==> src/rtl/wb_ext_cfg.svh <==
`ifndef WB_EXT_CFG_SVH
`define WB_EXT_CFG_SVH

// host address bit that selects user space
`define WB_EXT_PAGE_BIT 15

// decoder bases match extended address bits 31..16
`define WB_SRAM_BASE 16'h3000
`define WB_REGS_BASE 16'h3001

// sram depth in 32-bit words
`define WB_SRAM_WORDS 256

`define WB_REG_ID 32'h5741_4558	// read-only id word in the register bank

// read value for addresses nobody claims
`define WB_UNMAPPED_DATA 32'hbad0_bad0

`endif
==> src/rtl/wb_ext_pkg.sv <==
package wb_ext_pkg;

	// one wishbone request as the master drives it
	typedef struct packed {
		logic        cyc;
		logic        stb;
		logic        we;
		logic [3:0]  sel;
		logic [31:0] adr;
		logic [31:0] dat;
	} wb_req_t;

	// slave response, dat only meaningful while ack is high
	typedef struct packed {
		logic        ack;
		logic [31:0] dat;
	} wb_rsp_t;

endpackage

==> src/rtl/wb_user_decoder.sv <==
`include "wb_ext_cfg.svh"

module wb_user_decoder import wb_ext_pkg::*; (
	input  logic    wb_clk_i,
	input  logic    wb_rst_i,
	input  wb_req_t req_i,
	output wb_rsp_t rsp_o,
	output wb_req_t sram_req_o,
	output wb_req_t regs_req_o,
	input  wb_rsp_t sram_rsp_i,
	input  wb_rsp_t regs_rsp_i
);

	logic sram_hit;
	logic regs_hit;
	logic dflt_hit;
	logic dflt_ack_q;

	assign sram_hit = (req_i.adr[31:16] == `WB_SRAM_BASE);
	assign regs_hit = (req_i.adr[31:16] == `WB_REGS_BASE);
	assign dflt_hit = !sram_hit && !regs_hit;

	// only the matching slave sees cyc
	always_comb begin
		sram_req_o     = req_i;
		sram_req_o.cyc = req_i.cyc & sram_hit;
		regs_req_o     = req_i;
		regs_req_o.cyc = req_i.cyc & regs_hit;
	end

	// ******************************
	// default responder
	// ******************************

	always_ff @(posedge wb_clk_i) begin
		if (wb_rst_i) begin
			dflt_ack_q <= 1'b0;
		end else begin
			// writes are dropped, only the handshake completes
			dflt_ack_q <= req_i.cyc && req_i.stb && dflt_hit && !dflt_ack_q;
		end
	end

	// ******************************
	// response mux
	// ******************************

	always_comb begin
		if (sram_hit) begin
			rsp_o = sram_rsp_i;
		end else if (regs_hit) begin
			rsp_o = regs_rsp_i;
		end else begin
			rsp_o.ack = dflt_ack_q;
			rsp_o.dat = `WB_UNMAPPED_DATA;
		end
	end

endmodule

==> config.mk <==
export PLATFORM = sky130hd
export DESIGN_NAME = wb_user_decoder
export DESIGN_NICKNAME = d
export VERILOG_FILES = /design/src/rtl/wb_ext_pkg.sv /design/src/rtl/wb_user_decoder.sv
export VERILOG_INCLUDE_DIRS = /design/src /design/src/rtl
export SDC_FILE = /design/constraint.sdc
export NUM_CORES = 1
export LEC_CHECK = 0
export BUFFER_PORTS_ARGS = -buffer_cell sky130_fd_sc_hd__buf_2
export CAP_MARGIN = 0
export CORE_AREA = 5 5 120 122
export CTS_CLUSTER_SIZE = 16
export DETAILED_ROUTE_END_ITERATION = 10
export DIE_AREA = 0 0 125 127
export GPL_TIMING_DRIVEN = 0
export HOLD_SLACK_MARGIN = 0.1
export PLACE_DENSITY = 0.5
export SETUP_SLACK_MARGIN = 0.2
export SLEW_MARGIN = 5
export SYNTH_ARGS = -nofsm -noshare
export SYNTH_HDL_FRONTEND = slang
export SYNTH_SLANG_ARGS = --single-unit
==> constraint.sdc <==
create_clock -name wb_clk_i -period 1.9 [get_ports wb_clk_i]
set_clock_uncertainty 0.2 [all_clocks]
set_input_delay 0.19 -clock wb_clk_i [delete_from_list [all_inputs] [get_ports wb_clk_i]]
set_output_delay 0.19 -clock wb_clk_i [all_outputs]
set_load 0.05 [all_outputs]
==> results of run 1 <==
==> through the flow <==
step	hold slack [ns]	total power, mW	worst slack, ns
final	0.1612	1.182	0.02647
after CTS	0.1631	1.187	-0.004951
after global placement	0.1568	1.153	-0.2744
after global routing	0.1777	1.235	-0.03294
after detailed placement	0.1672	1.159	-0.2720
after floorplan	0.06607	0.9029	0.1059
==> layout by cell type (no fill, tap or decap), types with 2 or more instances in the layout <==
cell       n
buf_6     19
buf_4    147
buf_2    219
nand2_4   10
nand2_1    7
nor4b_4    2
mux2i_1   32
buf_12     2
buf_8     24
nor2_4    15
==> cells in the mapped netlist, drive strengths merged <==
master and instances:
and3 1, and4 1, buf 147, dfxtp 1, mux2 2, mux2i 32, nand2 17, nand4 1
nor2 16, nor3 1, nor3b 1, nor4 2, nor4b 2
==> power breakdown <==
part / total, mW / switching (mW) / leakage (nW) / internal (mW)
combinational: 1.16 / 0.757 / 2.28 / 0.403
sequential: 0.0228 / 0.000478 / 0.00820 / 0.0223
clock: 0 / 0 / 0 / 0
==> cell families (layout without fill, tap and decap cells) <==
| group | Yosys count | count (layout) | share of synthesized area [%] |
|---|---|---|---|
| DFF | 1 | 1 | 1.120 |
| muxes | 34 | 34 | 19.38 |
| buffers and inverters | 147 | 413 | 61.93 |
| and+or+nand+nor | 42 | 42 | 17.57 |
==> area by class of cell <==
class,count,area [sq um],area share [%]
timing repair buffer,266,1717,44.09
buffer,147,1130,29.02
multi-input combinational,76,807.0,20.73
tap,176,220.2,5.656
sequential,1,20.02,0.5141
==> routing by layer <==
layer	routed length (microns)	track usage [%]
met4	38	0.4464
met1	2654	8.994
met5	0	0
met3	945	2.295
met2	4591	18.54
==> worst min-delay path by stage <==
stage                     slack [ns]          to      from
after floorplan                 0.07  dflt_ack_q  wb_rst_i
after global placement          0.16  dflt_ack_q  wb_rst_i
after detailed placement        0.17  dflt_ack_q  wb_rst_i
after CTS                       0.16  dflt_ack_q  wb_rst_i
after global routing            0.18  dflt_ack_q  wb_rst_i
final                           0.16  dflt_ack_q  wb_rst_i
==> timing repair <==
item | in CTS | in global routing
setup endpoints to repair | 35 | 35
pin swaps | 10 | 14
cloned | 1 | 0
buffers inserted | 5 | 1
gates resized for setup | 126 | 14
==> flow_summary.toml, run 1 <==
[yosys]
yosysUniqueCellTypes = 19
synth_area_leaders = "buf_4 59%, mux2i_1 18%, nand2_4 6.3%"
seq_area_frac_synth_pct = 1.120
avgSynthCellArea_sq_um = 7.982
yosys_warnings = 0
synth_area_sq_um = 1788
ys_seq_elements = 1
yosys.area.top_type_share_pct = 58.78
yosysTopAreaCell = "buf_4"
netlist_instances = 224
synth_nets = 363

[clocking]
hold_buffers = 0
clk_pin_slew_ns = 0
clk_latency_ns = 0

[sta]
fin_crit_sh_pct = 98.61
fmax_ghz = 0.5338
finalSetupViolCount = 0
max_slew_margin_pct = 76.83
slew_viol_final = 0
tightest_slew_ns = 0.3379
hold_violations = 0
min_period_ns = 1.874
tns_ns = 0
rsz0062_at_grt = "yes"

[place]
place_congestion = 0.8481
port_buffers = 259
place_area_sq_um = 3339
dp.cells = 659
dp_hpwl_mm = 7.265

[die]
coreArea_sq_um = 13090
num_rows = 42
die_area_sq_um = 15880
die_h_microns = 127
die_w_microns = 125
start_util_pct = 13.66
ioPinCount = 314

[run_status]
status = "complete, no violations"

[grt]
track_usage_pct = 8.802
grt_overflow_total = 0
grt_max_degree = 11
grt_pass1_vias = 2335
antenna_found_initial = 0
grt_pass1_wl_mm = 11.83

[drt]
antenna_left = 0
route.detailed.drc = 0
wl_mm = 8.228
vias_per_cell = 3.399
firstDrtPassIters = 4
wire_per_inst_microns = 12.35
dr_total_vias = 2264
drt_iter0_markers = 17

[setup_path]
cp.depth = 6
start_kind = "input pin"
startpoint = "req_i[55]"
crit_fanout = 4
slowest_delay_ns = 0.34
critical_path.top_delay_family = "simple AND/OR/NAND/NOR gates"
r2r_slack_ns = 1.02
crit_path_end = "rsp_o[32]"
timing.rr.start = "dflt_ack_q"
path_common_cell = "buf_8"
crit_path_end_kind = "primary output"
worstPathRequired_ns = 1.51
arrival_ns = 1.48
r2r_end = "dflt_ack_q"
worstRegToRegCells = 1
crit_chain = "buf_8 > nor4_4 > and4_1 > buf_6 > mux2_4 > buf_8"
slowest_stage = "nor4_4"
critical_path_buf_inv_count = 3
path_class = "input pin to primary output"

[cells_and_area]
reg_top3 = "dflt_ack_q (1)"
fin_util_pct = 29.76
fin_nets = 631
layout-drive-gt1-share_pct = 91.22
top_register = "dflt_ack_q"
final_cell_area_sq_um = 3894
layoutNonFillerInstCount = 666
fillers = 1385
diodes = 0
syn2layout_area_growth_pct = 117.8
largest_register_ffs = 1

[pwr]
ir_worst_vdd_v = 0.0002249
powerDensity_nw_per_um2 = 303.7
leakage_nw = 2.289

[worst_hold_path]
min_path_type = "input pin to flop"
hold_depth = 2

[run]
drv_cap = 0
(Power assumes the default switching activity.)
==> inputs of run 2 (changes only) <==
--- a/config.mk
+++ b/config.mk
@@ -9,12 +9,13 @@
 export BUFFER_PORTS_ARGS = -buffer_cell sky130_fd_sc_hd__buf_2
 export CAP_MARGIN = 0
 export CORE_AREA = 5 5 120 122
+export CTS_BUF_LIST = sky130_fd_sc_hd__clkbuf_16
 export CTS_CLUSTER_SIZE = 16
 export DETAILED_ROUTE_END_ITERATION = 10
 export DIE_AREA = 0 0 125 127
 export GPL_TIMING_DRIVEN = 0
 export HOLD_SLACK_MARGIN = 0.1
-export PLACE_DENSITY = 0.5
+export PLACE_DENSITY = 0.52
 export SETUP_SLACK_MARGIN = 0.2
 export SLEW_MARGIN = 5
 export SYNTH_ARGS = -nofsm -noshare
==> flow_summary.toml, run 2 (same netlist as run 1, synthesis figures left out) <==
[place]
place_area_sq_um = 3339
port_buffers = 259
dp_hpwl_mm = 7.035
place_congestion = 0.7691
dp.cells = 659

[setup_path]
crit_chain = "buf_4 > nor4b_4 > and4_1 > buf_6 > mux2_4 > buf_8"
start_kind = "input pin"
critical_path_buf_inv_count = 3
r2r_end = "dflt_ack_q"
crit_path_end_kind = "primary output"
arrival_ns = 1.46
r2r_slack_ns = 1.06
crit_fanout = 4
slowest_stage = "mux2_4"
worstRegToRegCells = 1
timing.rr.start = "dflt_ack_q"
path_class = "input pin to primary output"
worstPathRequired_ns = 1.51
cp.depth = 6
critical_path.top_delay_family = "simple AND/OR/NAND/NOR gates"
slowest_delay_ns = 0.31

[sta]
whs_ns = 0.1527
tightest_slew_ns = 0.2922
max_slew_margin_pct = 79.96
finalSetupViolCount = 0
fin_crit_sh_pct = 97.25
slew_viol_final = 0
min_period_ns = 1.848
fmax_ghz = 0.5412
hold_violations = 0
rsz0062_at_grt = "yes"

[pwr]
leakage_nw = 2.265
powerDensity_nw_per_um2 = 304.0
ir_worst_vdd_v = 0.0002121

[drt]
route.detailed.drc = 0
dr_total_vias = 2302
wl_mm = 8.165
antenna_left = 0
drt_iter0_markers = 16
firstDrtPassIters = 3
vias_per_cell = 3.467
wire_per_inst_microns = 12.30

[cells_and_area]
layout-drive-gt1-share_pct = 91.19
diodes = 0
final_common_cell = "buf_2"
final_cell_area_sq_um = 3850
fin_nets = 629
fin_util_pct = 29.42
largest_register_ffs = 1
top_register = "dflt_ack_q"
layoutNonFillerInstCount = 664
syn2layout_area_growth_pct = 115.3
reg_top3 = "dflt_ack_q (1)"
layout_common_cells = "222 x buf_2, 149 x buf_4, 32 x mux2i_1"

[worst_hold_path]
whs_endpoint = "dflt_ack_q"
hold_depth = 2
hold_start = "wb_rst_i"
min_path_type = "input pin to flop"

[clocking]
hold_buffers = 0
clk_pin_slew_ns = 0
clk_latency_ns = 0

[grt]
grt_pass1_wl_mm = 11.39
grt_pass1_vias = 2368
antenna_found_initial = 0
grt_overflow_total = 0
track_usage_pct = 8.442
grt_max_degree = 11

[die]
num_rows = 42
die_h_microns = 127
ioPinCount = 314
die_w_microns = 125
coreArea_sq_um = 13090
start_util_pct = 13.66
die_area_sq_um = 15880

[run_status]
status = "complete, no violations"

[run]
drv_cap = 0
-- run 2: per-stage QoR --
stage / power (mW) / setup TNS (ns) / worst slack (ns)
finish: 1.170 / 0 / 0.05219
global route: 1.226 / -0.01646 / -0.01646
CTS: 1.167 / 0 / 0.03759
detailed placement: 1.156 / -3.188 / -0.2421
global placement: 1.152 / -3.368 / -0.2549
floorplan: 0.9029 / 0 / 0.1059
-- run 2: area by class of cell --
| class | count | area (sq um) |
|---|---|---|
| Fill cell | 1413 | 9235 |
| Timing Repair Buffer | 264 | 1683 |
| Buffer | 147 | 1130 |
| Multi-Input combinational cell | 76 | 797.0 |
| Tap cell | 176 | 220.2 |
| Sequential cell | 1 | 20.02 |
-- run 2: worst max-delay path by stage --
stage	slack, ns	end	start
CTS	0.04	rsp_o[32]	req_i[51]
finish	0.05	rsp_o[32]	req_i[53]
global placement	-0.25	rsp_o[0]	req_i[49]
global route	-0.02	rsp_o[32]	req_i[51]
detailed placement	-0.24	rsp_o[16]	req_i[49]
floorplan	0.11	sram_req_o[70]	req_i[63]
-- run 2: power breakdown --
| part | total, mW | switching [mW] | internal [mW] |
|---|---|---|---|
| Sequential | 0.0230 | 0.000633 | 0.0223 |
| Combinational | 1.15 | 0.753 | 0.394 |
| Clock | 0 | 0 | 0 |
-- run 2: repair_timing --
action                     4_1_cts  5_1_grt
setup endpoints to repair       35       35
setup buffers                    4        0
resized for setup               56       75
gates cloned                     1        0
pin swaps                        5       17
-- run 2: routing by layer --
layer	up-vias	global-route usage, %	wire (microns)
li1	1105	-	-
met2	175	18.10	4623
met4	0	0	45
met3	4	2.629	970
met5	-	0	0
met1	1018	8.285	2525
