## config.mk

```make
export PLATFORM = sky130hd
export DESIGN_NAME = wb_addr_ext
export DESIGN_NICKNAME = d
export VERILOG_FILES = /design/src/rtl/wb_ext_pkg.sv /design/src/rtl/wb_addr_ext.sv
export VERILOG_INCLUDE_DIRS = /design/src /design/src/rtl
export SDC_FILE = /design/constraint.sdc
export NUM_CORES = 1
export LEC_CHECK = 0
export ABC_AREA = 1
export ABC_CLOCK_PERIOD_IN_PS = 1800
export BUFFER_PORTS_ARGS = -buffer_cell sky130_fd_sc_hd__buf_2
export CORE_AREA = 4 4 94 96
export DETAILED_ROUTE_END_ITERATION = 7
export DIE_AREA = 0 0 98 100
export HOLD_SLACK_MARGIN = 0.06
export PLACE_DENSITY = 0.79
export SLEW_MARGIN = 20
export SYNTH_ARGS = -nofsm -noshare
export SYNTH_HDL_FRONTEND = slang
export SYNTH_SLANG_ARGS = --single-unit
```

## constraint.sdc

```tcl
create_clock -name wb_clk_i -period 1.8 [get_ports wb_clk_i]
set_clock_uncertainty 0.15 [all_clocks]
set_input_delay 0.18 -clock wb_clk_i [delete_from_list [all_inputs] [get_ports wb_clk_i]]
set_output_delay 0.18 -clock wb_clk_i [all_outputs]
set_load 0.02 [all_outputs]
```

## src/rtl/wb_ext_cfg.svh

```systemverilog
`ifndef WB_EXT_CFG_SVH
`define WB_EXT_CFG_SVH

// host address bit that selects user space
`define WB_EXT_PAGE_BIT 15

// decoder bases match extended address bits 31..16
`define WB_SRAM_BASE 16'h3000
`define WB_REGS_BASE 16'h3001

// sram depth in 32-bit words
`define WB_SRAM_WORDS 256

`define WB_REG_ID 32'h5741_4558	// read-only id word in the register bank

// read value for addresses nobody claims
`define WB_UNMAPPED_DATA 32'hbad0_bad0

`endif
```

## src/rtl/wb_ext_pkg.sv

```systemverilog
package wb_ext_pkg;

	// one wishbone request as the master drives it
	typedef struct packed {
		logic        cyc;
		logic        stb;
		logic        we;
		logic [3:0]  sel;
		logic [31:0] adr;
		logic [31:0] dat;
	} wb_req_t;

	// slave response, dat only meaningful while ack is high
	typedef struct packed {
		logic        ack;
		logic [31:0] dat;
	} wb_rsp_t;

endpackage

```

## src/rtl/wb_addr_ext.sv

```systemverilog
`include "wb_ext_cfg.svh"

module wb_addr_ext import wb_ext_pkg::*; (
	input  logic    wb_clk_i,
	input  logic    wb_rst_i,
	input  wb_req_t host_req_i,
	output wb_rsp_t host_rsp_o,
	output wb_req_t user_req_o,
	input  wb_rsp_t user_rsp_i
);

	typedef enum logic [1:0] {
		ST_IDLE   = 2'h0,
		ST_WRITE  = 2'h1,
		ST_READ   = 2'h2,
		ST_FINISH = 2'h3
	} state_t;

	state_t                      state_q;
	logic [31:0]                 page_q;
	logic [31:0]                 rd_buf_q;
	logic                        ack_q;
	logic                        user_sel;
	logic [`WB_EXT_PAGE_BIT-1:0] offset;

	assign user_sel = host_req_i.adr[`WB_EXT_PAGE_BIT];
	assign offset   = host_req_i.adr[`WB_EXT_PAGE_BIT-1:0];

	// ******************************
	// user window
	// ******************************

	always_comb begin
		user_req_o     = host_req_i;	// stb, we, sel, dat pass through
		user_req_o.cyc = host_req_i.cyc & user_sel;
		user_req_o.adr = {page_q[31:`WB_EXT_PAGE_BIT], offset};
	end

	// ******************************
	// page register access
	// ******************************

	always_ff @(posedge wb_clk_i) begin
		if (wb_rst_i) begin
			state_q  <= ST_IDLE;
			ack_q    <= 1'b0;
			page_q   <= 32'h0;
			rd_buf_q <= 32'h0;
		end else begin
			case (state_q)
				ST_IDLE: begin
					ack_q    <= 1'b0;
					rd_buf_q <= 32'h0;
					if (host_req_i.cyc && host_req_i.stb && !user_sel) begin
						state_q <= host_req_i.we ? ST_WRITE : ST_READ;
					end
				end

				ST_WRITE: begin
					ack_q   <= 1'b1;
					state_q <= ST_FINISH;
					for (int i = 0; i < 4; i++) begin
						if (host_req_i.sel[i]) begin
							page_q[8*i +: 8] <= host_req_i.dat[8*i +: 8];
						end
					end
				end

				ST_READ: begin
					ack_q    <= 1'b1;
					rd_buf_q <= page_q;
					state_q  <= ST_FINISH;
				end

				ST_FINISH: begin
					ack_q   <= 1'b0;	// host still holds stb here
					state_q <= ST_IDLE;
				end

				default: begin
					ack_q   <= 1'b0;
					state_q <= ST_IDLE;
				end
			endcase
		end
	end

	// response follows the host's current window
	always_comb begin
		if (user_sel) begin
			host_rsp_o = user_rsp_i;
		end else begin
			host_rsp_o.ack = ack_q;
			host_rsp_o.dat = rd_buf_q;
		end
	end

endmodule

```

==> results of run 1 <==
==> sequential cells by signal, indices dropped and copies added (netlist names) <==
| register | cells |
|---|---|
| page_q | 32 |
| rd_buf_q | 32 |
| state_q | 2 |
| ack_q | 1 |
==> placed cells by master, fill, tap and decap left out <==
| cell type | instances |
|---|---|
| nand3_2 | 1 |
| clkinv_2 | 1 |
| ha_1 | 2 |
| buf_4 | 4 |
| dlygate4sd3_1 | 33 |
| buf_2 | 163 |
| buf_12 | 1 |
| bufinv_16 | 3 |
| nor2_4 | 1 |
| nand3_1 | 2 |
| a21oi_1 | 34 |
| nor2_1 | 67 |
| nand2_1 | 175 |
| inv_1 | 10 |
| dfxtp_1 | 67 |
| o21ai_0 | 32 |
| clkbuf_8 | 12 |
| nor2_8 | 1 |
| ha_2 | 1 |
| inv_2 | 2 |
==> layout make-up <==
type	instances	area, sq um	share of cell area
clock inverter	4	95.1	0.0221
multi-input combinational	316	1330	0.309
tap	105	131	0.0305
sequential	67	1340	0.312
clock buffer	12	165	0.0384
timing repair buffer	201	1200	0.278
inverter	12	45.0	0.0105
==> worst max-delay path, cell delays in order (launching register included) <==
cell,delay (ns)
dfxtp_1,0.34
inv_1,0.08
ha_1,0.32
nor2_4,0.45
nand2_1,0.11
a21oi_1,0.14
==> kinds of logic (layout without fill, tap and decap cells) <==
| logic type | after synthesis | after routing | share of synthesized area |
|---|---|---|---|
| adder cells (fa/ha/maj) | 3 | 3 | 0.0112 |
| AO/OA/AOI/OAI | 66 | 66 | 0.0982 |
| buffers and inverters | 104 | 229 | 0.210 |
| AND/OR/NAND/NOR | 246 | 247 | 0.282 |
| flip-flops | 67 | 67 | 0.399 |
==> Yosys cell counts <==
cell type and number:
buf_2 14, a21oi_1 34, inv_2 2, o21ai_0 32, buf_4 71, nor2_8 1
clkbuf_2 1, inv_1 10, clkbuf_1 2, nand2_1 175, nor2_1 67, ha_1 3
dfxtp_1 67, buf_6 4, nand3_1 2, nand3_2 1
==> layer usage <==
metal  routed length (um)  vias to the layer above  part of all wire
met5                    0                        -                 0
met4                  193                        0             0.021
met3                  673                       21             0.074
met2                 4640                      135              0.51
met1                 3600                     1475              0.40
li1                     -                     1685                 -
==> where the power goes <==
group	total, W	internal, W	switching, W
registers	0.00180	0.00168	0.000116
clock network	0.00157	0.00103	0.000538
logic	0.00164	0.000541	0.00110
total	0.00501	0.00326	0.00175
==> final timing paths <==
check                  from      endpoint  slack, ns  depth (start not counted)
max reg2reg      state_q[0]  rd_buf_q[25]       0.15                          5
max              state_q[0]  rd_buf_q[25]       0.15                          5
min reg2reg      page_q[13]  rd_buf_q[13]       0.31                          2
min          host_req_i[70]    state_q[1]       0.11                          4
==> what timing repair did <==
item / CTS / global route
endpoints found under the hold margin: 33 / 0
hold buffers: 33 / 0
endpoints found under the setup margin: 0 / 2
resized for setup: 0 / 1
==> per-stage QoR <==
stage	setup WS (ns)	hold slack, ns	area [sq um]
after global routing	0.0204	0.0973	4300
after CTS	0.123	0.0843	4290
after detailed placement	0.136	0.210	3700
after floorplan	0.479	0.197	3360
after global placement	0.225	0.210	3700
final	0.149	0.105	4300
==> results.tsv, run 1 <==
stage	metric	value	unit
detailed_routing	vias	3316	
power	ir_drop	0.564	mV
timing	fin_crit_sh	0.917	
detailed_routing	drc	0	
synth	yosys_warnings	0	
setup_path	crit_arrival	1.77	ns
timing	timing.fmax	606	MHz
timing	drv_slew	0	
cells_and_area	instances_no_fill	717	
grt	met2_usage	0.330	
clock_tree	clock_latency	0.33	ns
cells_and_area	syn2layout_area_growth	28.0	%
synth	yosysTopAreaCell	dfxtp_1	
timing	slew-limit-headroom	0.675	
detailed_routing	wl	9.11	mm
clock_tree	cts_root_buffer	clkbuf_8	
floorplanning	row_count	33	
timing	worst_pin_slew	0.486	ns
run_status	status	complete, no violations	
synth	netlist_instances	486	
grt	first_global_vias	3187	
detailed_routing	viasPerCell	4.62	
power	total_power	0.00501	W
clock_tree	postCtsSetupRepairBufs	0	
clock_tree	cts_made_buffers	9	
grt	grt_overflow	0	
floorplanning	start_util	0.418	
detailed_routing	drt_iter0_drc	92	
detailed_routing	wl_per_cell	12.7	um
grt	grt_antenna_before_repair	0	
setup_path	path_class	flip-flop to flip-flop	
floorplanning	placeableCoreArea	8050	sq um
synth	syn_nets	595	
cells_and_area	nets	716	
placement	hpwl	6.24	mm
detailed_routing	drtAntennaViolNets	0	
floorplanning	ios	210	
synth	synthTopCellsByArea	dfxtp_1 40%, nand2_1 20%, buf_4 16%	
synth	synth.top_cell.area_share	0.399	
cells_and_area	antenna_cells	0	
power	powerDensity	1160	nW/um^2
placement	dp.cells	667	
grt	grt_max_degree	35	
grt	busiest_layer	met2	
timing	finalSetupViolations	0	
detailed_routing	dr.pass1.iters	4	
clock_tree	cts-htree-levels	3	
cells_and_area	post-route-util	0.535	
job	cap_violations	0	
setup_path	required	1.92	ns
timing	finalCriticalPeriod	1.65	ns
floorplanning	fp.dieArea	9800	sq um
cells_and_area	drive_gt1_frac	0.310	
setup_path	endpoint_kind	flip-flop	
grt	use_met3	0.0438	
cells_and_area	n_fill_cell	789	
timing	finalHoldViolCount	0	
clock_tree	cts_tree	done	
floorplanning	die_x	98	um
clock_tree	clock_sinks	67	
synth	syn_avg_cell_area	6.92	sq um
synth	ys_seq_area_frac	0.399	
timing	setup_tns	0	ns
synth	synth_seq_cells	67	
hold_path	hp-class	primary input to flip-flop	
clock_tree	cts_buffer_depth	2	
clock_tree	clk_pin_slew	0.07	ns
placement	gp_congestion	0.792	
power	p_leak	2.14	nW
synth	ys_types	16	
grt	grt_use_met1	0.203	
grt	track_usage	0.181	
setup_path	path_max_fanout	16	
timing	rsz0062_at_grt	false	
placement	portBuffers	163	
floorplanning	die_y	100	um
synth	synthesis.area	3360	sq um
setup_path	critPathLaunchType	flip-flop	
grt	grt_pass1_wl	14.5	mm
(Power assumes the default switching activity.)
==> run 2, diff against run 1 <==
--- a/config.mk
+++ b/config.mk
@@ -9,9 +9,9 @@
 export ABC_AREA = 1
 export ABC_CLOCK_PERIOD_IN_PS = 1800
 export BUFFER_PORTS_ARGS = -buffer_cell sky130_fd_sc_hd__buf_2
-export CORE_AREA = 4 4 94 96
+export CORE_AREA = 10 10 100 102
 export DETAILED_ROUTE_END_ITERATION = 7
-export DIE_AREA = 0 0 98 100
+export DIE_AREA = 0 0 110 112
 export HOLD_SLACK_MARGIN = 0.06
 export PLACE_DENSITY = 0.79
 export SLEW_MARGIN = 20
==> results.tsv, run 2 (synthesized netlist as in run 1, its figures left out) <==
stage	metric	value	unit
run_status	status	complete, no violations	
placement	gp_congestion	0.798	
timing	holdWs	0.0814	ns
floorplanning	ios	210	
power	p_int	0.00306	W
cells_and_area	post-route-util	0.529	
cells_and_area	final_cell_mix	175 x nand2_1, 163 x buf_2, 67 x nor2_1, 67 x dfxtp_1, 34 x a21oi_1	
detailed_routing	drt_iter0_drc	122	
timing	drv_slew	0	
power	powerDensity	1130	nW/um^2
grt	track_usage	0.160	
setup_path	required	1.92	ns
setup_path	endpoint_kind	flip-flop	
clock_tree	clk_pin_slew	0.07	ns
setup_path	crit_arrival	1.76	ns
floorplanning	die_y	112	um
power	power_frac_clock	0.297	
cells_and_area	nets	714	
job	cap_violations	0	
timing	slew-limit-headroom	0.659	
setup_path	critPathLaunchType	flip-flop	
power	pwr-share-comb	0.328	
floorplanning	placeableCoreArea	8050	sq um
clock_tree	cts_buffer_depth	2	
grt	first_global_vias	3360	
timing	worst_pin_slew	0.511	ns
detailed_routing	wl_per_cell	14.1	um
setup_path	path_class	flip-flop to flip-flop	
cells_and_area	instances_no_fill	715	
floorplanning	fp.dieArea	12300	sq um
hold_path	hp-class	primary input to flip-flop	
power	ir_drop	0.482	mV
grt	grt_pass1_wl	16.0	mm
power	power_frac_seq	0.375	
clock_tree	cts-htree-levels	3	
placement	portBuffers	163	
detailed_routing	dr.pass1.iters	5	
floorplanning	start_util	0.418	
timing	fin_crit_sh	0.910	
detailed_routing	viasPerCell	4.62	
clock_tree	clock_sinks	67	
cells_and_area	syn2layout_area_growth	26.5	%
power	power_switching_share	0.364	
timing	setup_tns	0	ns
detailed_routing	vias	3306	
cells_and_area	layout_commonest_cell	nand2_1	
timing	finalCriticalPeriod	1.64	ns
cells_and_area	drive_gt1_frac	0.311	
grt	grt_overflow	0	
clock_tree	cts_root_buffer	clkbuf_8	
cells_and_area	antenna_cells	0	
detailed_routing	wl	10.1	mm
floorplanning	row_count	33	
setup_path	path_max_fanout	9	
clock_tree	cts_tree	done	
clock_tree	cts_made_buffers	9	
timing	timing.fmax	610	MHz
cells_and_area	largestRegisters	page_q (32), rd_buf_q (32), state_q (2)	
detailed_routing	drtAntennaViolNets	0	
grt	grt_antenna_before_repair	0	
power	p_sw	0.00175	W
timing	rsz0062_at_grt	false	
grt	grt_max_degree	35	
detailed_routing	drc	0	
power	p_leak	2.11	nW
power	total_power	0.00482	W
floorplanning	die_x	110	um
timing	finalSetupViolations	0	
timing	finalHoldViolCount	0	
placement	dp.cells	667	
clock_tree	postCtsSetupRepairBufs	0	
clock_tree	clock_latency	0.34	ns
placement	hpwl	7.36	mm
run 2: changes by cell type in the layout (fill, tap and decap cells not counted):
cell,delta
bufinv_16,-1
clkbuf_8,-1
clkinv_2,-1
clkinvlp_4,+2
dlygate4sd3_1,-1
ha_1,+1
ha_2,-1
inv_1,-2
inv_2,+2
inv_6,+1
nor2_4,-1
run 2: layout make-up:
| type | instances | area (sq um) |
|---|---|---|
| Inverter | 12 | 45.0 |
| Clock buffer | 11 | 151 |
| Multi-Input combinational cell | 315 | 1320 |
| Fill cell | 765 | 3800 |
| Clock inverter | 5 | 83.8 |
| Tap cell | 105 | 131 |
| Timing Repair Buffer | 200 | 1190 |
| Sequential cell | 67 | 1340 |
run 2: power groups by stage:
stage                     clock (W)  combinational, W  sequential, W
final                       0.00143           0.00158        0.00181
after detailed placement          0           0.00155        0.00184
after floorplan                   0           0.00139        0.00180
after global routing        0.00154           0.00176        0.00183
after CTS                   0.00146           0.00161        0.00180
after global placement            0           0.00150        0.00183
run 2: repair_timing:
item | in CTS | in global routing
resized for setup | 0 | 2
setup endpoints to repair | 0 | 14
hold endpoints to repair | 32 | 0
hold buffers | 32 | 0
run 2: per-layer routing:
layer  vias to the layer above  routed length (um)  global-route usage
li1                       1678                   -                   -
met1                      1467                3810               0.169
met2                       141                5150               0.283
met3                        20                1010              0.0582
met4                         0                 115              0.0521
met5                         -                   0                   0
run 2: metrics by stage:
stage / setup slack, ns / area (sq um)
floorplan: 0.479 / 3360
finish: 0.161 / 4260
CTS: 0.0989 / 4260
global route: 0.00424 / 4260
detailed placement: 0.121 / 3700
global placement: 0.218 / 3700
run 2: path summary, 6_finish.rpt:
| check | from | end | slack [ns] | cells past startpoint |
|---|---|---|---|---|
| worst min register to register | page_q[11] | rd_buf_q[11] | 0.31 | 2 |
| worst min-delay path | host_req_i[68] | state_q[0] | 0.08 | 5 |
| worst max-delay path | state_q[1] | page_q[2] | 0.16 | 6 |
| worst max register to register | state_q[1] | page_q[2] | 0.16 | 6 |
run 2: critical path, cell delays in order, from the launching register on:
cell and delay, ns:
dfxtp_1 0.31, inv_1 0.09, ha_1 0.33, nand2_1 0.24, inv_1 0.27, nor2_1 0.07
nor2_1 0.11
==> run 3, diff against run 2 <==
--- a/config.mk
+++ b/config.mk
@@ -8,7 +8,7 @@
 export LEC_CHECK = 0
 export ABC_AREA = 1
 export ABC_CLOCK_PERIOD_IN_PS = 1800
-export BUFFER_PORTS_ARGS = -buffer_cell sky130_fd_sc_hd__buf_2
+export BUFFER_PORTS_ARGS = -buffer_cell sky130_fd_sc_hd__buf_4
 export CORE_AREA = 10 10 100 102
 export DETAILED_ROUTE_END_ITERATION = 7
 export DIE_AREA = 0 0 110 112
==> results.tsv, run 3 (synthesized netlist as in run 1, its figures left out) <==
stage	metric	value	unit
run_status	status	complete, no violations	
timing	finalHoldViolCount	0	
hold_path	hp-class	primary input to flip-flop	
floorplanning	row_count	33	
power	ir_drop	0.594	mV
grt	first_global_vias	3215	
setup_path	rrSetupSlack	0.12	ns
power	p_int	0.00321	W
clock_tree	postCtsSetupRepairBufs	0	
placement	gp_congestion	0.819	
timing	timing.fmax	594	MHz
cells_and_area	final_area	4670	sq um
placement	dp.cells	666	
cells_and_area	largestRegisters	page_q (32), rd_buf_q (32), state_q (2)	
timing	rsz0062_at_grt	false	
placement	post_dp_cell_area	4100	sq um
cells_and_area	nets	715	
timing	fin_crit_sh	0.935	
cells_and_area	drive_gt1_frac	0.306	
timing	setup_tns	0	ns
hold_path	worstHoldEndpoint	ack_q	
setup_path	r2r_start	state_q[0]	
detailed_routing	vias	3266	
clock_tree	clk_pin_slew	0.07	ns
placement	pre_cts_ws	0.154	ns
clock_tree	cts_root_buffer	clkbuf_8	
detailed_routing	drc	0	
hold_path	holdPathStages	2	
detailed_routing	drt_iter0_drc	114	
cells_and_area	instances_no_fill	716	
floorplanning	die_x	110	um
detailed_routing	wl	10.3	mm
grt	grt_pass1_wl	15.9	mm
timing	finalSetupViolations	0	
detailed_routing	drtAntennaViolNets	0	
floorplanning	start_util	0.418	
power	p_leak	2.23	nW
power	powerDensity	1070	nW/um^2
setup_path	reg2reg_depth	5	
grt	grt_max_degree	35	
timing	slew-limit-headroom	0.660	
setup_path	required	1.91	ns
timing	finalCriticalPeriod	1.68	ns
placement	portBuffers	163	
setup_path	crit_arrival	1.80	ns
floorplanning	fp.dieArea	12300	sq um
setup_path	path_class	flip-flop to flip-flop	
cells_and_area	antenna_cells	0	
detailed_routing	wl_per_cell	14.4	um
detailed_routing	dr.pass1.iters	4	
clock_tree	clock_sinks	67	
cells_and_area	n_fill_cell	734	
timing	worst_pin_slew	0.511	ns
clock_tree	cts_made_buffers	9	
clock_tree	clock_latency	0.33	ns
placement	hpwl	7.41	mm
setup_path	timing.rr.end	rd_buf_q[20]	
power	pwr-share-comb	0.358	
timing	drv_slew	0	
clock_tree	cts_tree	done	
setup_path	path_max_fanout	16	
setup_path	endpoint_kind	flip-flop	
floorplanning	die_y	112	um
job	cap_violations	0	
power	power_frac_clock	0.280	
clock_tree	cts-htree-levels	3	
cells_and_area	layout_commonest_cell	nand2_1	
clock_tree	cts_resized	0	
timing	final.setup.worst_slack	0.116	ns
floorplanning	ios	210	
setup_path	critPathLaunchType	flip-flop	
grt	track_usage	0.159	
power	power_frac_seq	0.362	
power	power_switching_share	0.357	
grt	grt_antenna_before_repair	0	
power	p_sw	0.00178	W
hold_path	hold_start	wb_rst_i	
detailed_routing	viasPerCell	4.56	
cells_and_area	syn2layout_area_growth	38.8	%
cells_and_area	final_cell_mix	175 x nand2_1, 166 x buf_4, 67 x nor2_1, 67 x dfxtp_1, 34 x a21oi_1	
clock_tree	cts_buffer_depth	2	
floorplanning	placeableCoreArea	8050	sq um
grt	grt_overflow	0	
==> run 3: final cells by class <==
| class | count | area (sq um) | area share |
|---|---|---|---|
| timing repair buffer | 200 | 1600 | 0.342 |
| sequential | 67 | 1340 | 0.287 |
| multi-input combinational | 316 | 1330 | 0.284 |
| clock buffer | 12 | 155 | 0.0332 |
| tap | 105 | 131 | 0.0281 |
| clock inverter | 4 | 72.6 | 0.0155 |
| inverter | 12 | 45.0 | 0.00965 |
==> run 3: worst max path at each step <==
stage          startpoint      endpoint  depth (start not counted)
2_1_floorplan  state_q[0]  rd_buf_q[10]                          7
3_3_place_gp   state_q[0]   rd_buf_q[8]                          5
3_5_place_dp   state_q[0]   rd_buf_q[8]                          5
4_1_cts        state_q[0]   rd_buf_q[8]                          5
5_1_grt        state_q[0]   rd_buf_q[0]                          5
6_report       state_q[0]  rd_buf_q[20]                          5
==> run 3: worst max-delay path, stage by stage, from the launching register on <==
cell and delay [ns]:
dfxtp_1 0.34, inv_1 0.07, ha_1 0.37, nor2_4 0.43, nand2_1 0.11, a21oi_1 0.14
==> run 3: repair_timing <==
action / in CTS / in global routing
endpoints found under the setup margin: 0 / 4
hold buffers: 33 / 0
endpoints found under the hold margin: 33 / 0
==> run 3: metal layers <==
| layer | vias to the layer above | wire length (um) | global-route usage | part of all wire |
|---|---|---|---|---|
| met5 | - | 0 | 0 | 0 |
| met4 | 0 | 65 | 0.0347 | 0.0063 |
| met3 | 12 | 1050 | 0.0652 | 0.10 |
| met2 | 116 | 5310 | 0.282 | 0.52 |
| met1 | 1459 | 3860 | 0.171 | 0.38 |
| li1 | 1679 | - | - | - |
==> run 3: power by group through the flow <==
stage	Combinational (W)	Clock [W]	Sequential [W]
floorplan	0.00139	0	0.00180
global placement	0.00164	0	0.00183
detailed placement	0.00169	0	0.00184
CTS	0.00175	0.00143	0.00180
global route	0.00197	0.00150	0.00183
finish	0.00179	0.00140	0.00180
==> run 3: metrics by stage <==
step	power, W	util	hold WS, ns
after floorplan	0.00319	-	0.197
after global placement	0.00347	0.509	0.210
after detailed placement	0.00352	0.509	0.210
after CTS	0.00498	0.579	0.0879
after global routing	0.00530	0.580	0.107
final	0.00499	0.580	0.0959
