**src/rtl/wb_ext_cfg.svh**
```systemverilog
`ifndef WB_EXT_CFG_SVH
`define WB_EXT_CFG_SVH

// host address bit that selects user space
`define WB_EXT_PAGE_BIT 15

// decoder bases match extended address bits 31..16
`define WB_SRAM_BASE 16'h3000
`define WB_REGS_BASE 16'h3001

// sram depth in 32-bit words
`define WB_SRAM_WORDS 256

`define WB_REG_ID 32'h5741_4558	// read-only id word in the register bank

// read value for addresses nobody claims
`define WB_UNMAPPED_DATA 32'hbad0_bad0

`endif
```
**src/rtl/wb_ext_pkg.sv**
```systemverilog
package wb_ext_pkg;

	// one wishbone request as the master drives it
	typedef struct packed {
		logic        cyc;
		logic        stb;
		logic        we;
		logic [3:0]  sel;
		logic [31:0] adr;
		logic [31:0] dat;
	} wb_req_t;

	// slave response, dat only meaningful while ack is high
	typedef struct packed {
		logic        ack;
		logic [31:0] dat;
	} wb_rsp_t;

endpackage

```
**src/rtl/wb_reg_bank.sv**
```systemverilog
`include "wb_ext_cfg.svh"

module wb_reg_bank import wb_ext_pkg::*; (
	input  logic    wb_clk_i,
	input  logic    wb_rst_i,
	input  wb_req_t req_i,
	output wb_rsp_t rsp_o
);

	logic [31:0] ctrl_q [3];
	logic [1:0]  word_idx;
	logic        access;
	logic        ack_q;
	logic [31:0] rdata_q;

	assign word_idx = req_i.adr[3:2];	// upper bits alias
	assign access   = req_i.cyc && req_i.stb && !ack_q;

	// ******************************
	// control registers
	// ******************************

	always_ff @(posedge wb_clk_i) begin
		if (wb_rst_i) begin
			ack_q <= 1'b0;
			for (int w = 0; w < 3; w++) begin
				ctrl_q[w] <= 32'h0;
			end
		end else begin
			ack_q <= access;
			// word 3 has no storage, so writes to it fall through
			for (int w = 0; w < 3; w++) begin
				if (access && req_i.we && word_idx == 2'(w)) begin
					for (int b = 0; b < 4; b++) begin
						if (req_i.sel[b]) begin
							ctrl_q[w][8*b +: 8] <= req_i.dat[8*b +: 8];
						end
					end
				end
			end
		end
	end

	// ******************************
	// read path
	// ******************************

	always_ff @(posedge wb_clk_i) begin
		if (access) begin
			case (word_idx)
				2'd0:    rdata_q <= ctrl_q[0];
				2'd1:    rdata_q <= ctrl_q[1];
				2'd2:    rdata_q <= ctrl_q[2];
				default: rdata_q <= `WB_REG_ID;
			endcase
		end
	end

	assign rsp_o = '{ack: ack_q, dat: rdata_q};

endmodule

```
**config.mk**
```make
export PLATFORM = sky130hd
export DESIGN_NAME = wb_reg_bank
export DESIGN_NICKNAME = d
export VERILOG_FILES = /design/src/rtl/wb_ext_pkg.sv /design/src/rtl/wb_reg_bank.sv
export VERILOG_INCLUDE_DIRS = /design/src /design/src/rtl
export SDC_FILE = /design/constraint.sdc
export NUM_CORES = 1
export LEC_CHECK = 0
export ABC_AREA = 1
export BUFFER_PORTS_ARGS = -buffer_cell sky130_fd_sc_hd__buf_2
export CORE_ASPECT_RATIO = 1.1
export CORE_MARGIN = 4
export CORE_UTILIZATION = 43
export CTS_CLUSTER_DIAMETER = 40
export DETAILED_ROUTE_END_ITERATION = 12
export PLACE_DENSITY_LB_ADDON = 0.12
export SETUP_SLACK_MARGIN = 0.4
export SLEW_MARGIN = 10
export SYNTH_ARGS = -nofsm -noshare
export SYNTH_HDL_FRONTEND = slang
export SYNTH_SLANG_ARGS = --single-unit
export TNS_END_PERCENT = 20
```
**constraint.sdc**
```tcl
create_clock -name wb_clk_i -period 4 [get_ports wb_clk_i]
set_clock_uncertainty 0.15 [all_clocks]
set_input_delay 0.8 -clock wb_clk_i [delete_from_list [all_inputs] [get_ports wb_clk_i]]
set_output_delay 0.8 -clock wb_clk_i [all_outputs]
set_load 0.1 [all_outputs]
```
==> qor.csv, run 1 <==
stage;metric;value;unit
clock_network;htreeDepth;4;
drt;finalWirelength;10000;microns
global_route;track_usage;0.155;
floorplanning;die_h;122;microns
sta;layout_setup_ws;1240;ps
setup_path;crit_arrival;2670;ps
setup_path;critPathMaxStageDelay;550;ps
placement;portBuffers;75;
setup_path;r2r_start;ack_q$_SDFF_PP0_;
global_route;met3_usage;0.0409;
drt;routedWlPerCell;14.6;microns
floorplanning;die_w;112;microns
setup_path;critPathCaptureType;flip-flop;
clock_network;cts_buffer_depth;2;
floorplanning;core;11500;sq um
setup_path;setup.worst_path.start;req_i[35];
clock_network;cts_made_buffers;17;
drt;drt_iter0_markers;126;
setup_path;worstSetupPathType;primary input to flip-flop;
cells_and_area;syn_to_final_growth;20.6;%
cells_and_area;multiInputGateArea;951;sq um
setup_path;critical-path-top-cell-by-count;nand2_1;
global_route;grt_max_degree;33;
logic_synthesis;synthCells;433;
logic_synthesis;synthTopCellsByCount;nand2_1 (131), edfxtp_1 (128), nand3_1 (35);
clock_network;hold_buffers;0;
sta;finalMaxSlewViolations;0;
sta;final_hold_viol_count;0;
cells_and_area;instances_no_fill;685;
clock_network;cts_tree;done;
placement;dpl.hpwl;6420;microns
cells_and_area;drive_gt1_frac;0.265;
drt;vias_per_cell;4.70;
worst_hold_path;hold_path.startpoint;ack_q$_SDFF_PP0_;
cells_and_area;diodes;0;
power_and_ir_drop;ir_drop;0.265;mV
sta;tns;0;ps
logic_synthesis;synth_area_leaders;edfxtp_1 (75%), nand2_1 (9.6%), nand3_1 (3.4%);
logic_synthesis;yosys.area.top_type;edfxtp_1;
setup_path;crit_path_top_delay_cell;nor2_2;
placement;routabilityCongestion;0.730;
floorplanning;dieArea;13700;sq um
run_status;status;finished, final reports clean;
logic_synthesis;synth_seq_cells;129;
run;drv_cap;0;
setup_path;regToRegSetupSlack;1570;ps
floorplanning;fp-row-count;41;
sta;min_period;2760;ps
sta;clock.fmax;363;MHz
global_route;grt.met2_usage;0.269;
floorplanning;boundaryPins;106;
setup_path;cp_max_fo;16;
placement;dp_worst_setup_slack;774;ps
global_route;gr-usage-met1;0.184;
worst_hold_path;holdCritPathClass;flip-flop to flip-flop;
global_route;grt-busiest-layer;met2;
drt;dr.pass1.iters;4;
logic_synthesis;ys_types;18;
cells_and_area;fillCellCount;1037;
clock_network;clk_pin_slew;50;ps
sta;setup-violations-final;0;
setup_path;critical_path.top_delay_family;simple AND/OR/NAND/NOR gates;
power_and_ir_drop;powerDensity;506;nW/um^2
clock_network;cts_resized;0;
sta;rsz0062_at_grt;false;
drt;vias;3221;
sta;slew_headroom;0.550;
sta;tightest_slew;671;ps
clock_network;clock_latency;400;ps
logic_synthesis;synth-async-reset-ratio;0;
logic_synthesis;synth_top_area_share;0.751;
setup_path;crit_path_cell_trace;buf_2 > nor2_2 > nand3_1 > a21oi_1 > nor2_1 > nand3_2 > nand2_1 > nand2_1;
global_route;grt_pass1_vias;3176;
logic_synthesis;ys_seq_area_frac;0.754;
setup_path;critical_path_required;3910;ps
power_and_ir_drop;power_leakage;2.69;nW
logic_synthesis;syn_area_per_cell;11.8;sq um
cells_and_area;final_nets;595;
drt;drtAntennaViolNets;0;
global_route;grt_pass1_wl;15700;microns
placement;place_inst;653;
global_route;grt_overflow;0;
logic_synthesis;synth_flop_cell;edfxtp_1;
clock_network;cts_sinks;129;
cells_and_area;seq_area;3860;sq um
setup_path;critical_path_buf_inv_count;1;
floorplanning;start_util;0.444;
sta;timing.final.crit_share;0.690;
logic_synthesis;yosysMostFrequentCell;nand2_1;
logic_synthesis;yosys_warnings;0;
setup_path;critPathLaunchType;primary input;
clock_network;root_buffer;clkbuf_16;
global_route;antenna_found_initial;0;
logic_synthesis;synth_nets;506;
clock_network;cts_setup_buffers;0;
drt;drcViolationCount;0;
logic_synthesis;synth_edf_count;128;
logic_synthesis;syn_area;5120;sq um
cell usage in the layout, fill, tap and decap left out, drive strengths merged, types with 3 or more instances in the layout:
cell and count:
o21ai 18, nand2 131, buf 84, edfxtp 128
inv 63, clkinv 13, a21oi 3, nand3 37
nor2 33, clkbuf 21
kinds of logic after synthesis:
group	count (synthesis)	synth area share
buf+inv	79	0.0608
flops	129	0.754
simple gates	204	0.164
compound gates	21	0.0205
power breakdown:
part	switching, mW	leakage [nW]	internal (mW)	total [mW]
registers	0.0161	1.29	1.56	1.58
logic	0.227	1.16	0.0547	0.282
clock network	0.498	0.243	0.770	1.27
total	0.741	2.69	2.39	3.13
metal layers:
layer  up-vias  routed length [microns]
li1       1612                        -
met5         -                        0
met3        14                      568
met2        93                     5230
met4         0                      143
met1      1502                     4090
sequential cells by signal, summed over array words and instances (netlist names):
| signal | count |
|---|---|
| ack_q | 1 |
| ctrl_q | 96 |
| rdata_q | 32 |
worst reg2reg max path, delay by kind of cell (launching register included):
| family | cells | cell delay, ps |
|---|---|---|
| and+or+nand+nor | 7 | 1600 |
| DFF | 1 | 340 |
metrics by stage:
step | cell area [sq um] | util | power, mW | hold slack, ps
2_1_floorplan | 5120 | - | 1.81 | 292
4_1_cts | 6180 | 0.535 | 3.16 | 359
5_1_grt | 6180 | 0.535 | 3.24 | 392
3_5_place_dp | 5690 | 0.493 | 1.89 | 354
3_3_place_gp | 5690 | 0.493 | 1.89 | 345
6_report | 6180 | 0.535 | 3.13 | 353
final timing paths:
path / end / depth (start not counted)
worst max-delay path: ctrl_q[1][6]$_DFFE_PP_ / 8
worst min-delay path: ack_q$_SDFF_PP0_ / 1
worst max register to register: ctrl_q[1][6]$_DFFE_PP_ / 7
worst min register to register: ack_q$_SDFF_PP0_ / 1
cell type report:
| class | instances | share of cell area |
|---|---|---|
| Clock buffer | 21 | 0.0713 |
| Clock inverter | 11 | 0.00770 |
| Inverter | 65 | 0.0395 |
| Multi-Input combinational cell | 225 | 0.154 |
| Sequential cell | 129 | 0.625 |
| Tap cell | 150 | 0.0304 |
| Timing Repair Buffer | 84 | 0.0717 |
Power figures use the tool's default switching activity.
==> run 2, diff against run 1 <==
ABC_AREA = 0   (was 1)
clock period = 2.7 ns   (was 4 ns; I/O delays follow)
==> qor.csv, run 2 <==
stage;metric;value;unit;change
setup_path;critPathCaptureType;flip-flop;;unchanged
logic_synthesis;syn_area_per_cell;15.4;sq um;was 11.8 sq um
placement;portBuffers;75;;unchanged
setup_path;crit_arrival;2130;ps;was 2670 ps
setup_path;critPathLaunchType;flip-flop;;was primary input
sta;timing.final.crit_share;0.760;;
logic_synthesis;synth_area_leaders;edfxtp_1 (70%), a21oi_2 (4.8%), nand2b_1 (4.2%);;was edfxtp_1 (75%), nand2_1 (9.6%), nand3_1 (3.4%)
power_and_ir_drop;intPower;3.86;mW;was 2.39 mW
drt;drtAntennaViolNets;0;;unchanged
drt;drt_iter0_markers;152;;was 126
power_and_ir_drop;switching_power;1.19;mW;was 0.741 mW
sta;tns;0;ps;unchanged
cells_and_area;largest_reg_flops;96;;unchanged
sta;final_hold_viol_count;0;;unchanged
logic_synthesis;ys_seq_area_frac;0.706;;was 0.754
logic_synthesis;synthTopCellsByCount;edfxtp_1 (128), nand2b_1 (37), a21oi_2 (30);;was nand2_1 (131), edfxtp_1 (128), nand3_1 (35)
logic_synthesis;synthMuxAreaShare;0.0615;;was 0
sta;finalMaxSlewViolations;0;;unchanged
clock_network;htreeDepth;4;;unchanged
global_route;grt_pass1_wl;17400;microns;was 15700 microns
logic_synthesis;yosys.area.top_type;edfxtp_1;;unchanged
global_route;track_usage;0.161;;was 0.155
clock_network;cts_tree;done;;unchanged
logic_synthesis;synthAdderAreaFrac;0;;unchanged
floorplanning;start_util;0.447;;was 0.444
logic_synthesis;synth_flop_cell;edfxtp_1;;unchanged
sta;tightest_slew;556;ps;was 671 ps
power_and_ir_drop;swShare;0.236;;was 0.237
global_route;grt_overflow;0;;unchanged
cells_and_area;final_nets;514;;was 595
clock_network;cts_made_buffers;17;;unchanged
drt;drcViolationCount;0;;unchanged
drt;vias_per_cell;5.13;;was 4.70
logic_synthesis;synth_top_family_by_area;compound AO/OA/AOI/OAI gates;;was simple AND/OR/NAND/NOR gates
clock_network;hold_buffers;0;;unchanged
logic_synthesis;synthCells;355;;was 433
floorplanning;dieArea;14600;sq um;was 13700 sq um
drt;vias;3125;;was 3221
power_and_ir_drop;seqPwrFrac;0.460;;was 0.505
setup_path;crit_path_top_delay_cell;or4_2;;was nor2_2
setup_path;cp_max_fo;16;;unchanged
power_and_ir_drop;powerDensity;762;nW/um^2;was 506 nW/um^2
placement;dpl.hpwl;6930;microns;was 6420 microns
cells_and_area;layout_common_cells;edfxtp_1 (128), buf_2 (75), nand2b_1 (37), a21oi_2 (30), and2_1 (24);;was nand2_1 (131), edfxtp_1 (128), buf_2 (75), nand3_1 (35), inv_1 (32)
run;drv_cap;0;;unchanged
floorplanning;fp-row-count;42;;was 41
global_route;grt_max_degree;36;;was 33
cells_and_area;syn_to_final_growth;21.2;%;was 20.6%
cells_and_area;final_common_cell;edfxtp_1;;was nand2_1
floorplanning;core;12200;sq um;was 11500 sq um
global_route;grt_pass1_vias;3238;;was 3176
sta;rsz0062_at_grt;false;;unchanged
run_status;status;finished, final reports clean;;unchanged
logic_synthesis;synth_seq_cells;129;;unchanged
worst_hold_path;holdCritPathClass;primary input to flip-flop;;was flip-flop to flip-flop
clock_network;cts_sinks;129;;unchanged
logic_synthesis;synthSimpleGateAreaFrac;0.102;;was 0.164
floorplanning;die_w;116;microns;was 112 microns
logic_synthesis;synth_xor_area_frac;0;;unchanged
clock_network;root_buffer;clkbuf_16;;unchanged
floorplanning;die_h;126;microns;was 122 microns
setup_path;crit_path_cell_trace;nand3b_4 > or4_2 > buf_4 > a21oi_1;;was buf_2 > nor2_2 > nand3_1 > a21oi_1 > nor2_1 > nand3_2 > nand2_1 > nand2_1
logic_synthesis;synth-async-reset-ratio;0;;unchanged
logic_synthesis;synth_compound_area_frac;0.104;;was 0.0205
setup_path;critPathMaxStageDelay;660;ps;was 550 ps
logic_synthesis;synth_edf_count;128;;unchanged
setup_path;worstSetupPathType;flip-flop to flip-flop;;was primary input to flip-flop
drt;routedWlPerCell;18.2;microns;was 14.6 microns
logic_synthesis;ys_types;28;;was 18
sta;clock.fmax;487;MHz;
global_route;antenna_found_initial;1;;was 0
sta;setup-violations-final;0;;unchanged
floorplanning;boundaryPins;106;;unchanged
clock_network;cts_resized;0;;unchanged
placement;routabilityCongestion;0.700;;was 0.730
logic_synthesis;synth_nets;428;;was 506
cells_and_area;fillCellCount;1011;;was 1037
cells_and_area;reg_top3;ctrl_q (96), rdata_q (32), ack_q (1);;unchanged
sta;min_period;2050;ps;
power_and_ir_drop;power;5.05;mW;was 3.13 mW
cells_and_area;drive_gt1_frac;0.385;;was 0.265
logic_synthesis;syn_area;5470;sq um;was 5120 sq um
logic_synthesis;synth_top_area_share;0.702;;was 0.751
cells_and_area;largest-register;ctrl_q;;unchanged
setup_path;critical_path_buf_inv_count;1;;unchanged
logic_synthesis;yosysMostFrequentCell;edfxtp_1;;was nand2_1
setup_path;critical_path_required;2780;ps;was 3910 ps
power_and_ir_drop;ir_drop;0.381;mV;was 0.265 mV
sta;slew_headroom;0.629;;was 0.550
drt;finalWirelength;11100;microns;was 10000 microns
power_and_ir_drop;power_frac_comb;0.091;;was 0.090
clock_network;cts_buffer_depth;2;;unchanged
setup_path;critical_path.top_delay_family;simple AND/OR/NAND/NOR gates;;unchanged
clock_network;clk_pin_slew;60;ps;was 50 ps
clock_network;cts_setup_buffers;0;;unchanged
clock_network;clock_latency;410;ps;was 400 ps
power_and_ir_drop;p_clk_frac;0.449;;was 0.405
logic_synthesis;yosys_warnings;0;;unchanged
power_and_ir_drop;power_leakage;2.47;nW;was 2.69 nW
drt;dr.pass1.iters;4;;unchanged
==> run 2: changes by cell type in the layout (fill, tap and decap cells not counted), sizes merged, moves of 6 or more <==
cell / previous run / this run
buf: 84 / 92
nor2: 33 / 1
and2: 0 / 24
mux2: 0 / 13
clkinv: 13 / 7
mux2i: 0 / 19
nand2: 131 / 19
o22a: 0 / 13
a21o: 0 / 7
nand2b: 0 / 37
inv: 63 / 2
nand3: 37 / 0
a21oi: 3 / 32
==> run 2: cell families (layout without fill, tap and decap cells) <==
kind of cell,count (synthesis),count (layout)
other,0,1
and+or+nand+nor,92,92
buffers and inverters,27,126
muxes,32,32
DFF,129,129
AOI/OAI and AO/OA,75,75
==> run 2: layout make-up <==
type | instances | area [sq um] | share of cell area
clock inverters | 15 | 168 | 0.0253
well taps | 154 | 193 | 0.0291
inverters | 2 | 11.3 | 0.00170
diodes | 1 | 2.50 | 0.000377
clock buffers | 17 | 425 | 0.0642
flip-flops and latches | 129 | 3860 | 0.583
multi-input cells | 199 | 1460 | 0.221
repair buffers | 92 | 503 | 0.0759
==> run 2: worst paths after layout <==
path | start | to | slack [ps] | cells after the start
worst min register to register | ctrl_q[2][27]$_DFFE_PP_ | rdata_q[27]$_DFFE_PN_ | 370 | 2
worst max-delay path | ack_q$_SDFF_PP0_ | ctrl_q[1][1]$_DFFE_PP_ | 650 | 4
worst max register to register | ack_q$_SDFF_PP0_ | ctrl_q[1][1]$_DFFE_PP_ | 650 | 4
worst min-delay path | req_i[15] | ctrl_q[2][15]$_DFFE_PP_ | 270 | 2
==> run 2: worst register-to-register path, cell delays in order (launching register included) <==
cell and delay [ps]:
dfxtp_1 300, nand3b_4 230, or4_2 660, buf_4 260, a21oi_1 270
==> run 2: stage by stage <==
step	setup slack, ps	hold slack [ps]	util	area, sq um	std cells
detailed placement	373	358	0.493	6030	576
global route	535	269	0.541	6630	608
finish	647	268	0.541	6630	609
CTS	643	261	0.541	6630	608
global placement	404	358	0.493	6030	576
floorplan	468	346	-	5480	355
==> run 2: metal layers <==
metal | global-route usage | part of all wire | vias up
li1 | - | - | 1507
met1 | 0.206 | 0.44 | 1519
met2 | 0.261 | 0.49 | 79
met3 | 0.0472 | 0.052 | 18
met4 | 0.0552 | 0.021 | 2
met5 | 0 | 0.0011 | -
==> run 2: power by group through the flow <==
| stage | Clock (mW) | Combinational, mW | Sequential [mW] |
|---|---|---|---|
| floorplan | 0 | 0.176 | 2.53 |
| global placement | 0 | 0.461 | 2.36 |
| detailed placement | 0 | 0.464 | 2.37 |
| CTS | 2.30 | 0.466 | 2.33 |
| global route | 2.40 | 0.490 | 2.33 |
| finish | 2.27 | 0.459 | 2.32 |
==> run 3, diff against run 2 <==
ABC_AREA = 1   (was 0)
clock period = 1.65 ns   (was 2.7 ns; I/O delays follow)
==> qor.csv, run 3 (synthesized netlist as in run 1, its figures left out) <==
stage;metric;value;unit;change
run_status;status;finished, final reports clean;;unchanged
cells_and_area;largest-register;ctrl_q;;unchanged
sta;finalMaxSlewViolations;0;;unchanged
drt;drcViolationCount;0;;unchanged
cells_and_area;diodes;0;;was 1
floorplanning;start_util;0.444;;was 0.447
setup_path;critPathLaunchType;flip-flop;;unchanged
drt;vias;3403;;was 3125
sta;min_period;1580;ps;was 2050 ps
power_and_ir_drop;power_leakage;3.09;nW;was 2.47 nW
floorplanning;die_w;112;microns;was 116 microns
placement;routabilityCongestion;0.739;;was 0.700
clock_network;clk_pin_slew;50;ps;was 60 ps
cells_and_area;drive_gt1_frac;0.348;;was 0.385
placement;portBuffers;75;;unchanged
setup_path;crit_arrival;1540;ps;was 2130 ps
cells_and_area;fillCellCount;895;;was 1011
setup_path;cp_max_fo;8;;was 16
clock_network;cts_made_buffers;17;;unchanged
floorplanning;dieArea;13700;sq um;was 14600 sq um
worst_hold_path;holdCritPathClass;primary input to flip-flop;;unchanged
setup_path;worstSetupPathType;flip-flop to flip-flop;;unchanged
clock_network;clock_latency;400;ps;was 410 ps
drt;drt_iter0_markers;164;;was 152
clock_network;cts_tree;done;;unchanged
power_and_ir_drop;powerDensity;1130;nW/um^2;was 762 nW/um^2
sta;setup-violations-final;0;;unchanged
placement;dp_worst_setup_slack;-227;ps;was 373 ps
cells_and_area;multiInputGateArea;1140;sq um;was 1460 sq um
cells_and_area;final_common_cell;edfxtp_1;;unchanged
clock_network;root_buffer;clkbuf_16;;unchanged
cells_and_area;final_nets;623;;was 514
cells_and_area;reg_top3;ctrl_q (96), rdata_q (32), ack_q (1);;unchanged
clock_network;cts_sinks;129;;unchanged
power_and_ir_drop;ir_drop;0.591;mV;was 0.381 mV
sta;final_hold_viol_count;0;;unchanged
drt;drtAntennaViolNets;0;;unchanged
global_route;grt_overflow;0;;unchanged
sta;slew_headroom;0.720;;was 0.629
floorplanning;die_h;122;microns;was 126 microns
floorplanning;fp-row-count;41;;was 42
cells_and_area;largest_reg_flops;96;;unchanged
sta;layout_setup_ws;70.9;ps;was 647 ps
sta;tightest_slew;420;ps;was 556 ps
floorplanning;core;11500;sq um;was 12200 sq um
global_route;antenna_found_initial;0;;was 1
drt;dr.pass1.iters;4;;unchanged
clock_network;htreeDepth;4;;unchanged
cells_and_area;syn_to_final_growth;41.9;%;was 21.2%
floorplanning;boundaryPins;106;;unchanged
sta;clock.fmax;633;MHz;was 487 MHz
clock_network;cts_buffer_depth;2;;unchanged
drt;finalWirelength;10700;microns;was 11100 microns
drt;vias_per_cell;4.79;;was 5.13
drt;routedWlPerCell;15.1;microns;was 18.2 microns
global_route;grt_max_degree;33;;was 36
placement;dpl.hpwl;6560;microns;was 6930 microns
cells_and_area;final_core_util;0.630;;was 0.541
global_route;grt_pass1_wl;16700;microns;was 17400 microns
run;drv_cap;0;;unchanged
global_route;track_usage;0.161;;about the same
sta;rsz0062_at_grt;true;;was false
sta;timing.final.crit_share;0.957;;was 0.760
setup_path;critical_path_required;1610;ps;was 2780 ps
cells_and_area;layout_common_cells;edfxtp_1 (128), nand2_1 (123), buf_2 (42), buf_12 (42);;was edfxtp_1 (128), buf_2 (75), nand2b_1 (37), a21oi_2 (30), and2_1 (24)
global_route;grt_pass1_vias;3438;;was 3238
setup_path;critPathCaptureType;flip-flop;;unchanged
cells_and_area;seq_area;3860;sq um;about the same
run 3: critical path: stages, from the launching register on:
cell	delay (ps)
dfxtp_2	330
nor2_4	190
nand3_2	140
buf_4	170
o21ai_4	160
buf_12	150
run 3: layer usage:
layer	track usage	up-vias	wire length (microns)
met5	0	-	0
met3	0.0528	14	568
met1	0.191	1629	4450
li1	-	1664	-
met4	0.0676	0	202
met2	0.272	96	5490
run 3: path summary, 6_finish.rpt:
check / startpoint / to / slack, ps / cells past startpoint
setup reg to reg: ack_q$_SDFF_PP0_ / ctrl_q[0][27]$_DFFE_PP_ / 70 / 5
hold / removal: req_i[69] / ack_q$_SDFF_PP0_ / 40 / 3
setup / recovery: ack_q$_SDFF_PP0_ / ctrl_q[0][27]$_DFFE_PP_ / 70 / 5
hold reg to reg: ctrl_q[2][7]$_DFFE_PP_ / rdata_q[7]$_DFFE_PN_ / 370 / 2
run 3: cell type report:
cell class,instances,area share
timing repair buffer,112,0.179
multi-input combinational,225,0.157
inverter,65,0.0336
tap,150,0.0258
sequential,129,0.532
clock inverter,9,0.0127
clock buffer,21,0.0606
run 3: per-stage QoR:
| stage | cells | power [mW] | instance area, sq um | setup TNS [ps] | hold slack, ps |
|---|---|---|---|---|---|
| 2_1_floorplan | 433 | 4.40 | 5220 | -69230 | 256 |
| 3_3_place_gp | 679 | 4.66 | 6090 | -23620 | 355 |
| 3_5_place_dp | 679 | 4.68 | 6090 | -26530 | 364 |
| 4_1_cts | 711 | 8.08 | 6720 | 0 | 26.9 |
| 5_1_grt | 711 | 8.46 | 7270 | -365 | 27.2 |
| 6_report | 711 | 8.19 | 7270 | 0 | 35.8 |
run 3: what timing repair did:
item / CTS / global route
hold endpoints to repair: 1 / 0
setup buffers: 1 / 0
hold buffers: 1 / 0
pin swaps: 7 / 13
setup endpoints to repair: 257 / 268
resized for setup: 26 / 153
run 3: where the power goes:
group | internal (mW) | switching, mW
clock | 2.17 | 1.23
sequential | 3.79 | 0.0600
combinational | 0.332 | 0.599
total | 6.30 | 1.89
